**config.mk**
```make
export PLATFORM = sky130hd
export DESIGN_NAME = usb_rx_top
export DESIGN_NICKNAME = d
export VERILOG_FILES = /design/src/usb_rx_pkg.sv /design/src/usb_rx_top.sv /design/src/usb_rx_fifo_out.sv /design/src/usb_pkt_decode.sv /design/src/usb_byte_rx.sv
export SDC_FILE = /design/constraint.sdc
export NUM_CORES = 1
export LEC_CHECK = 0
export BUFFER_PORTS_ARGS = -buffer_cell sky130_fd_sc_hd__buf_2
export CORE_MARGIN = 2
export CORE_UTILIZATION = 35
export CTS_BUF_LIST = sky130_fd_sc_hd__clkbuf_2
export CTS_CLUSTER_SIZE = 20
export DETAILED_ROUTE_END_ITERATION = 10
export PLACE_DENSITY = 0.59
export SETUP_SLACK_MARGIN = 0.15
export SYNTH_ARGS = -nofsm -noshare
export SYNTH_HDL_FRONTEND = slang
export SYNTH_SLANG_ARGS = --single-unit
```
**constraint.sdc**
```tcl
create_clock -name clock -period 2.35 [get_ports clock]
set_clock_uncertainty 0.2 [all_clocks]
set_input_delay 0.235 -clock clock [delete_from_list [all_inputs] [get_ports clock]]
set_output_delay 0.235 -clock clock [all_outputs]
set_load 0.05 [all_outputs]
```
**src/usb_rx_pkg.sv**
```systemverilog
`default_nettype none

package usb_rx_pkg;

  typedef logic [7:0]  usb_byte_t;
  typedef logic [6:0]  usb_addr_t;
  typedef logic [3:0]  usb_endp_t;
  typedef logic [1:0]  usb_kind_t;
  typedef logic [4:0]  usb_crc5_t;
  typedef logic [15:0] usb_crc16_t;

  // Low two PID bits select the packet group
  localparam logic [1:0] PID_GRP_TOKEN = 2'b01;
  localparam logic [1:0] PID_GRP_DATA  = 2'b11;
  localparam logic [1:0] PID_GRP_HSK   = 2'b10;
  localparam logic [3:0] PID_SOF       = 4'b0101;

  // Free entries needed before another input byte is taken
  localparam int unsigned FIFO_RESERVE = 4;

  // CRC5 over the eleven token bits, returned as the field sits in the byte
  function automatic usb_crc5_t usb_crc5(input logic [10:0] bits);
    usb_crc5_t crc;
    usb_crc5_t field;
    logic fb;
    crc = '1;
    for (int i = 0; i < 11; i++) begin
      fb = bits[i] ^ crc[4];
      crc = {crc[3:0], 1'b0};
      if (fb) begin
        crc = crc ^ 5'b00101;
      end
    end
    // Inverted remainder goes out MSB first
    for (int i = 0; i < 5; i++) begin
      field[i] = ~crc[4-i];
    end
    return field;
  endfunction

  // One byte of CRC16 update, LSB first
  function automatic usb_crc16_t usb_crc16(input usb_byte_t data, input usb_crc16_t crc);
    usb_crc16_t next;
    logic fb;
    next = crc;
    for (int i = 0; i < 8; i++) begin
      fb = data[i] ^ next[15];
      next = {next[14:0], 1'b0};
      if (fb) begin
        next = next ^ 16'h8005;
      end
    end
    return next;
  endfunction

endpackage

`default_nettype wire
```
**src/usb_rx_top.sv**
```systemverilog
`default_nettype none

module usb_rx_top #(
  parameter int unsigned FIFO_DEPTH = 8
) (
  input  logic                  clock,
  input  logic                  reset,
  input  logic                  in_req_i,
  input  usb_rx_pkg::usb_byte_t in_data_i,
  input  logic                  in_last_i,
  output logic                  in_ack_o,
  input  usb_rx_pkg::usb_addr_t usb_address_i,
  output logic                  sof_o,
  output logic                  crc_err_o,
  output logic                  trn_start_o,
  output usb_rx_pkg::usb_kind_t trn_type_o,
  output usb_rx_pkg::usb_addr_t trn_address_o,
  output usb_rx_pkg::usb_endp_t trn_endpoint_o,
  output logic                  hsk_recv_o,
  output usb_rx_pkg::usb_kind_t hsk_type_o,
  output logic                  out_req_o,
  output usb_rx_pkg::usb_byte_t out_data_o,
  output logic                  out_end_o,
  input  logic                  out_ack_i
);

  import usb_rx_pkg::*;

  logic      byte_valid;
  usb_byte_t byte_data;
  logic      byte_last;
  logic      fifo_space;
  logic      pay_valid;
  usb_byte_t pay_data;
  logic      pay_end;
  logic      pay_crc_ok;

  usb_byte_rx u_byte_rx (
    .clock        (clock),
    .reset        (reset),
    .in_req_i     (in_req_i),
    .in_data_i    (in_data_i),
    .in_last_i    (in_last_i),
    .in_ack_o     (in_ack_o),
    .space_i      (fifo_space),
    .byte_valid_o (byte_valid),
    .byte_data_o  (byte_data),
    .byte_last_o  (byte_last)
  );

  usb_pkt_decode u_pkt_decode (
    .clock          (clock),
    .reset          (reset),
    .byte_valid_i   (byte_valid),
    .byte_data_i    (byte_data),
    .byte_last_i    (byte_last),
    .usb_address_i  (usb_address_i),
    .sof_o          (sof_o),
    .crc_err_o      (crc_err_o),
    .trn_start_o    (trn_start_o),
    .trn_type_o     (trn_type_o),
    .trn_address_o  (trn_address_o),
    .trn_endpoint_o (trn_endpoint_o),
    .hsk_recv_o     (hsk_recv_o),
    .hsk_type_o     (hsk_type_o),
    .pay_valid_o    (pay_valid),
    .pay_data_o     (pay_data),
    .pay_end_o      (pay_end),
    .pay_crc_ok_o   (pay_crc_ok)
  );

  usb_rx_fifo_out #(
    .FIFO_DEPTH (FIFO_DEPTH)
  ) u_fifo_out (
    .clock        (clock),
    .reset        (reset),
    .pay_valid_i  (pay_valid),
    .pay_data_i   (pay_data),
    .pay_end_i    (pay_end),
    .pay_crc_ok_i (pay_crc_ok),
    .space_o      (fifo_space),
    .out_req_o    (out_req_o),
    .out_data_o   (out_data_o),
    .out_end_o    (out_end_o),
    .out_ack_i    (out_ack_i)
  );

endmodule

`default_nettype wire

```
**src/usb_rx_fifo_out.sv**
```systemverilog
`default_nettype none

module usb_rx_fifo_out #(
  parameter int unsigned FIFO_DEPTH = 8
) (
  input  logic                  clock,
  input  logic                  reset,
  input  logic                  pay_valid_i,
  input  usb_rx_pkg::usb_byte_t pay_data_i,
  input  logic                  pay_end_i,
  input  logic                  pay_crc_ok_i,
  output logic                  space_o,
  output logic                  out_req_o,
  output usb_rx_pkg::usb_byte_t out_data_o,
  output logic                  out_end_o,
  input  logic                  out_ack_i
);

  import usb_rx_pkg::*;

  localparam int unsigned PTR_W      = $clog2(FIFO_DEPTH);
  localparam int unsigned CNT_W      = PTR_W + 1;
  localparam int unsigned FILL_LIMIT = FIFO_DEPTH - FIFO_RESERVE;

  typedef enum logic [1:0] {
    SND_IDLE,
    SND_REQ,
    SND_WAIT_REL
  } snd_state_t;

  snd_state_t       snd_state;
  logic [8:0]       mem [FIFO_DEPTH];
  logic [PTR_W-1:0] wr_ptr;
  logic [PTR_W-1:0] rd_ptr;
  logic [CNT_W-1:0] count;
  logic             push;
  logic             pop;
  logic [8:0]       wr_entry;

  // Entry bit 8 marks end of packet, bit 0 then holds CRC status
  assign push     = pay_valid_i || pay_end_i;
  assign wr_entry = pay_end_i ? {1'b1, 7'b0, pay_crc_ok_i} : {1'b0, pay_data_i};
  assign pop      = snd_state == SND_REQ && out_ack_i;

  assign space_o    = count <= CNT_W'(FILL_LIMIT);
  assign out_req_o  = snd_state == SND_REQ;
  assign out_data_o = mem[rd_ptr][7:0];
  assign out_end_o  = mem[rd_ptr][8];

  always_ff @(posedge clock) begin
    if (push) begin
      mem[wr_ptr] <= wr_entry;
    end
  end

  always_ff @(posedge clock) begin
    if (reset) begin
      wr_ptr <= '0;
      rd_ptr <= '0;
      count  <= '0;
    end else begin
      if (push) begin
        wr_ptr <= wr_ptr + 1'b1;
      end
      if (pop) begin
        rd_ptr <= rd_ptr + 1'b1;
      end
      count <= count + CNT_W'(push) - CNT_W'(pop);
    end
  end

  // Four-phase sender, pops when ack rises
  always_ff @(posedge clock) begin
    if (reset) begin
      snd_state <= SND_IDLE;
    end else begin
      case (snd_state)
        SND_IDLE: begin
          if (count != '0) begin
            snd_state <= SND_REQ;
          end
        end
        SND_REQ: begin
          if (out_ack_i) begin
            snd_state <= SND_WAIT_REL;
          end
        end
        SND_WAIT_REL: begin
          if (!out_ack_i) begin
            snd_state <= SND_IDLE;
          end
        end
        default: snd_state <= SND_IDLE;
      endcase
    end
  end

endmodule

`default_nettype wire

```
**src/usb_pkt_decode.sv**
```systemverilog
`default_nettype none

module usb_pkt_decode (
  input  logic                  clock,
  input  logic                  reset,
  input  logic                  byte_valid_i,
  input  usb_rx_pkg::usb_byte_t byte_data_i,
  input  logic                  byte_last_i,
  input  usb_rx_pkg::usb_addr_t usb_address_i,
  output logic                  sof_o,
  output logic                  crc_err_o,
  output logic                  trn_start_o,
  output usb_rx_pkg::usb_kind_t trn_type_o,
  output usb_rx_pkg::usb_addr_t trn_address_o,
  output usb_rx_pkg::usb_endp_t trn_endpoint_o,
  output logic                  hsk_recv_o,
  output usb_rx_pkg::usb_kind_t hsk_type_o,
  output logic                  pay_valid_o,
  output usb_rx_pkg::usb_byte_t pay_data_o,
  output logic                  pay_end_o,
  output logic                  pay_crc_ok_o
);

  import usb_rx_pkg::*;

  typedef enum logic [2:0] {
    ST_IDLE,
    ST_SOF,
    ST_SOF_CHECK,
    ST_TOKEN,
    ST_TOKEN_CHECK,
    ST_DATA,
    ST_DATA_CHECK
  } dec_state_t;

  dec_state_t  state;
  logic [3:0]  pid_code;
  logic        pid_ok;
  logic        pkt_start;
  logic [10:0] tok_bits;
  usb_crc5_t   tok_crc5;
  logic        crc5_ok;
  usb_byte_t   buf0;
  usb_byte_t   buf1;
  logic        held0;
  logic        held1;
  usb_crc16_t  crc16;
  usb_crc16_t  crc16_fin;
  logic        crc16_ok;
  logic        addr_match;
  usb_kind_t   kind_q;

  // A PID is only looked for on the first byte of a packet
  assign pid_code   = byte_data_i[3:0];
  assign pid_ok     = pkt_start && (pid_code == ~byte_data_i[7:4]);
  assign crc5_ok    = tok_crc5 == usb_crc5(tok_bits);
  assign addr_match = tok_bits[6:0] == usb_address_i;

  // Remainder is sent inverted and bit reversed, low byte first
  always_comb begin
    for (int i = 0; i < 16; i++) begin
      crc16_fin[i] = ~crc16[15-i];
    end
  end
  assign crc16_ok = {buf0, buf1} == crc16_fin;

  assign trn_type_o     = kind_q;
  assign hsk_type_o     = kind_q;
  assign trn_address_o  = tok_bits[6:0];
  assign trn_endpoint_o = tok_bits[10:7];

  always_ff @(posedge clock) begin
    if (reset) begin
      state <= ST_IDLE;
    end else begin
      case (state)
        ST_IDLE: begin
          if (byte_valid_i && pid_ok && !byte_last_i) begin
            if (pid_code == PID_SOF) begin
              state <= ST_SOF;
            end else if (pid_code[1:0] == PID_GRP_TOKEN) begin
              state <= ST_TOKEN;
            end else if (pid_code[1:0] == PID_GRP_DATA) begin
              state <= ST_DATA;
            end
          end
        end
        ST_SOF: begin
          if (byte_valid_i && byte_last_i) begin
            state <= ST_SOF_CHECK;
          end
        end
        ST_TOKEN: begin
          if (byte_valid_i && byte_last_i) begin
            state <= ST_TOKEN_CHECK;
          end
        end
        ST_DATA: begin
          if (byte_valid_i && byte_last_i) begin
            state <= ST_DATA_CHECK;
          end
        end
        default: state <= ST_IDLE;
      endcase
    end
  end

  // Packet boundary tracking and the two-byte holding pipe
  always_ff @(posedge clock) begin
    if (reset) begin
      pkt_start <= 1'b1;
      held0     <= 1'b0;
      held1     <= 1'b0;
    end else begin
      if (byte_valid_i) begin
        pkt_start <= byte_last_i;
      end
      if (state == ST_IDLE) begin
        held0 <= 1'b0;
        held1 <= 1'b0;
      end else if (byte_valid_i) begin
        held0 <= 1'b1;
        held1 <= held0;
      end
    end
  end

  always_ff @(posedge clock) begin
    if (byte_valid_i) begin
      buf0       <= byte_data_i;
      buf1       <= buf0;
      pay_data_o <= buf1;
    end
    // Token fields, shared by SOF and token packets
    if ((state == ST_SOF || state == ST_TOKEN) && byte_valid_i) begin
      if (!held0) begin
        tok_bits[7:0] <= byte_data_i;
      end else if (!held1) begin
        tok_bits[10:8] <= byte_data_i[2:0];
        tok_crc5       <= byte_data_i[7:3];
      end
    end
    // CRC16 covers only bytes that have left the pipe
    if (state == ST_IDLE) begin
      crc16 <= '1;
    end else if (byte_valid_i && held1) begin
      crc16 <= usb_crc16(buf1, crc16);
    end
    if (state == ST_IDLE && byte_valid_i && pid_ok) begin
      kind_q <= byte_data_i[3:2];
    end
    if (state == ST_DATA_CHECK) begin
      pay_crc_ok_o <= crc16_ok;
    end
  end

  always_ff @(posedge clock) begin
    if (reset) begin
      sof_o       <= 1'b0;
      crc_err_o   <= 1'b0;
      trn_start_o <= 1'b0;
      hsk_recv_o  <= 1'b0;
      pay_valid_o <= 1'b0;
      pay_end_o   <= 1'b0;
    end else begin
      sof_o       <= state == ST_SOF_CHECK && crc5_ok;
      trn_start_o <= state == ST_TOKEN_CHECK && crc5_ok && addr_match;
      pay_end_o   <= state == ST_DATA_CHECK && addr_match;
      pay_valid_o <= state == ST_DATA && byte_valid_i && held1 && addr_match;
      hsk_recv_o  <= state == ST_IDLE && byte_valid_i && pid_ok &&
                     pid_code[1:0] == PID_GRP_HSK && addr_match;
      case (state)
        ST_SOF_CHECK, ST_TOKEN_CHECK: crc_err_o <= !crc5_ok;
        ST_DATA_CHECK: crc_err_o <= !crc16_ok;
        default: crc_err_o <= 1'b0;
      endcase
    end
  end

endmodule

`default_nettype wire

```
**src/usb_byte_rx.sv**
```systemverilog
`default_nettype none

module usb_byte_rx (
  input  logic                 clock,
  input  logic                 reset,
  input  logic                 in_req_i,
  input  usb_rx_pkg::usb_byte_t in_data_i,
  input  logic                 in_last_i,
  output logic                 in_ack_o,
  input  logic                 space_i,
  output logic                 byte_valid_o,
  output usb_rx_pkg::usb_byte_t byte_data_o,
  output logic                 byte_last_o
);

  typedef enum logic {
    RX_WAIT_REQ,
    RX_WAIT_REL
  } rx_state_t;

  rx_state_t state;

  // Handshake and strobe
  always_ff @(posedge clock) begin
    if (reset) begin
      state        <= RX_WAIT_REQ;
      in_ack_o     <= 1'b0;
      byte_valid_o <= 1'b0;
    end else begin
      byte_valid_o <= 1'b0;
      case (state)
        RX_WAIT_REQ: begin
          // Hold off the source while the FIFO is near full
          if (in_req_i && space_i) begin
            byte_valid_o <= 1'b1;
            state        <= RX_WAIT_REL;
          end
        end
        RX_WAIT_REL: begin
          if (!in_ack_o) begin
            in_ack_o <= 1'b1;
          end else if (!in_req_i) begin
            in_ack_o <= 1'b0;
            state    <= RX_WAIT_REQ;
          end
        end
        default: state <= RX_WAIT_REQ;
      endcase
    end
  end

  // Byte sampled once per request, aligned with the strobe
  always_ff @(posedge clock) begin
    if (state == RX_WAIT_REQ && in_req_i && space_i) begin
      byte_data_o <= in_data_i;
      byte_last_o <= in_last_i;
    end
  end

endmodule

`default_nettype wire

```
==> summary.md <==
| Metric | Value |
|---|---|
| Register area share after synthesis | `0.675` |
| Syn_nets | `488` |
| 1st-iter DRT viols | `251` |
| Die ar. | `0.0208 sq mm` |
| HPWL after DPL | `8660 um` |
| Top cell type's share of synthesized area | `0.541` |
| Post-Syn Instances | `approximately 460` |
| Top-count cell post-synth | `edfxtp_1` |
| Vias in the first global route | `4,047` |
| Final Cell Area | `0.00854 sq mm` |
| Clock Tree Buf Depth | `2` |
| Ys async rst share | `0` |
| Lkg Pwr | `just over 3 nW` |
| Mean post-synth cell area | `15.0 sq um` |
| Post-synth top flop | `edfxtp_1` |
| Commonest cells in the netlist | `edfxtp_1, dfxtp_1, nand2_1, xnor2_1, nor2_1` |
| Initial Util | `0.355` |
| Placement Setup Slack | `about 0.13 ns` |
| H-tree level count | `4` |
| Floorplan row count | `a little over 50` |
| Final hold violations | `0` |
| Number of detailed-route iterations in the first pass | `5` |
| Worst Path Required | `1.91 ns` |
| Gpl congestion | `0.825` |
| Pwr/cell area | `791 mW/mm^2` |
| Comb power frac | `0.203` |
| Worst hold slack | `0.161 ns` |
| Failing checks | `setup timing` |
| Setup violations, final | `9` |
| Crit share post-route | `1.17` |
| Cells after DPL | `about 780` |
| Layout cells sized above 1 | `0.305` |
| Max_slew headroom | `0.606` |
| # IOs | `50` |
| Nets | `about 600` |
| Routed WL | `13,600 um` |
| Max Freq | `365 MHz` |
| Status | `finished, violations left` |
| Largest net degree at the start of global routing | `28` |
| Ys Warns | `0` |
| Tot GR Track Use | `0.137` |
| Worst Tran Pin Value | `0.591 ns` |
| Switching share of power | `0.288` |
| Final WS setup | `-0.391 ns` |
| Post-layout util | `0.440` |
| Power Internal | `0.00481 W` |
| Die width | `roughly 140 um` |
| Clock buffers created by TritonCTS | `17` |
| IO Port Bufs | `49` |
| Pins Over Slew Limit | `0` |
| TritonCTS clock tree | `built` |
| Critical path class | `reg2out` |
| CP startpoint kind | `flip-flop` |
| Die height | `144 um` |
| Placed Instance Area | `0.00761 sq mm` |
| Hold crit path type | `in2reg` |
| Root Buffer | `clkbuf_2` |
| Fin cells | `852` |
| Via density | `4.69` |
| Crit-path max FO | `9` |
| CP Capture Type | `output pin` |
| Clk Latency, worst-skew pair | `0.74 ns` |
| Overflow after GRT | `0` |
| P_sw | `0.00194 W` |
| Yosys cell types | `approximately 50` |
| Crit path time final | `2.74 ns` |
| Arrival time at the worst endpoint | `2.31 ns` |
| Final ANT Viol Nets | `0` |
| Synth top area cells | `edfxtp_1, dfxtp_1, mux4_2` |
| FF+latch count, synth | `170` |
| Global-route wire length before repair | `approximately 21,000 um` |
| Number of synthesized flops with an enable pin | `124` |
| Drt drc | `0` |
| Initial antenna violation count | `1` |
| TritonCTS sink count | `170` |
| Clk network pwr share | `0.265` |
| Area Growth Syn to Fin | `24.0%` |
| Maxcap violations | `0` |
| Synthesized area | `0.00688 sq mm` |
| Sequential group share of total power | `0.532` |
| Reg clk slew, reported paths | `0.24 ns` |
| Core area | `0.0194 sq mm` |
| Drt wl/cell | `15.9 um` |
| Yosys top cell by area | `edfxtp_1` |
| RSZ-0062 raised after global routing | `true` |
| Via Count | `approximately 4,000` |
| Max IR drop VDD | `about 450 uV` |
[cells in the final DEF, fill, tap and decap left out, types with 3 or more instances in the layout]
master and instances:
xnor3_1 3, a31oi_1 3, inv_2 3, xnor2_2 9, nor4_1 5, inv_1 13, xor2_1 17, ha_1 6
and3_1 3, inv_8 3, mux4_2 18, edfxtp_1 124, nor2_1 24, o21ai_0 3, clkbuf_2 17, a21oi_1 6
nand3_1 6, xnor2_1 30, buf_2 40, buf_6 11, mux2_2 8, inv_6 3, nor3_1 11, bufinv_16 4
o211ai_1 10, buf_4 29, dlygate4sd3_1 31, nor2b_1 9, dfxtp_1 42, nand2_1 38
[routing by layer]
metal  GRT usage  up-vias  share of wire
met3      0.0407        8          0.044
met2       0.248       95           0.51
li1            -     1915              -
met1       0.156     1980           0.44
met4      0.0404        0          0.011
met5           0        -              0
[worst max-delay path, stage by stage (launching register included)]
cell	delay, ns
dfxtp_4	0.46
buf_12	0.16
mux4_2	0.50
mux2_4	0.29
buf_6	0.15
[what timing repair did]
action,4_1_cts,5_1_grt
setup endpoints to repair,12,16
pin swaps,1,8
cloned,1,0
hold endpoints to repair,38,1
setup buffers,5,4
gates resized for setup,26,23
hold buffers,30,1
[power by group through the flow]
stage	Sequential (W)	Combinational (W)	Clock (W)
after floorplan	0.00362	0.000899	0
after global placement	0.00363	0.00117	0
after detailed placement	0.00364	0.00121	0
after CTS	0.00359	0.00134	0.00184
after global routing	0.00362	0.00149	0.00197
final	0.00359	0.00137	0.00179
[metrics by stage]
stage          total power, W  setup TNS, ns
6_report              0.00675          -3.41
5_1_grt               0.00707          -4.89
4_1_cts               0.00677          -4.23
3_5_place_dp          0.00485              0
3_3_place_gp          0.00480              0
2_1_floorplan         0.00452        -0.0475
[logic make-up (layout without fill, tap and decap cells)]
| kind of cell | Yosys count | after routing | synth area share |
|---|---|---|---|
| AOI/OAI and AO/OA | 36 | 36 | 0.0369 |
| xor gates and xnor gates | 62 | 62 | 0.0903 |
| adders and majority gates | 9 | 9 | 0.0174 |
| buffers and inverters | 34 | 161 | 0.0200 |
| DFF | 170 | 170 | 0.675 |
| muxes | 29 | 29 | 0.0767 |
| other | 0 | 1 | 0 |
| and+or+nand+nor | 119 | 119 | 0.0840 |
[cell type report]
type,count,area (sq um)
clock buffers,17,85.1
fillers,1751,10900
repair buffers,113,900
diodes,1,2.50
inverters,16,60.1
flip-flops and latches,170,4650
well taps,265,332
clock inverters,15,211
multi-input cells,255,2290
[state kept, by name (all words and copies together) (netlist names), 2 cells and up, named ones only]
signal,cells
u_byte_rx.byte_data_o,8
u_fifo_out.count,4
u_fifo_out.mem,72
u_fifo_out.rd_ptr,3
u_fifo_out.snd_state,2
u_fifo_out.wr_ptr,3
u_pkt_decode.buf0,8
u_pkt_decode.buf1,8
u_pkt_decode.crc16,16
u_pkt_decode.hsk_type_o,2
u_pkt_decode.pay_data_o,8
u_pkt_decode.state,3
u_pkt_decode.tok_bits,11
u_pkt_decode.tok_crc5,5
[worst paths after layout]
path / slack, ns / depth (start not counted) / endpoint / startpoint
worst max-delay path: -0.39 / 4 / out_end_o / flip-flop
worst min-delay path: 0.16 / 4 / u_byte_rx.state$_SDFF_PP0_ / in_req_i
worst max register to register: 0.14 / 6 / u_pkt_decode.trn_start_o$_SDFF_PP0_ / u_pkt_decode.tok_bits[8]$_DFFE_PP_
worst min register to register: 0.29 / 2 / u_byte_rx.state$_SDFF_PP0_ / u_byte_rx.state$_SDFF_PP0_
(Power assumes the default switching activity.)
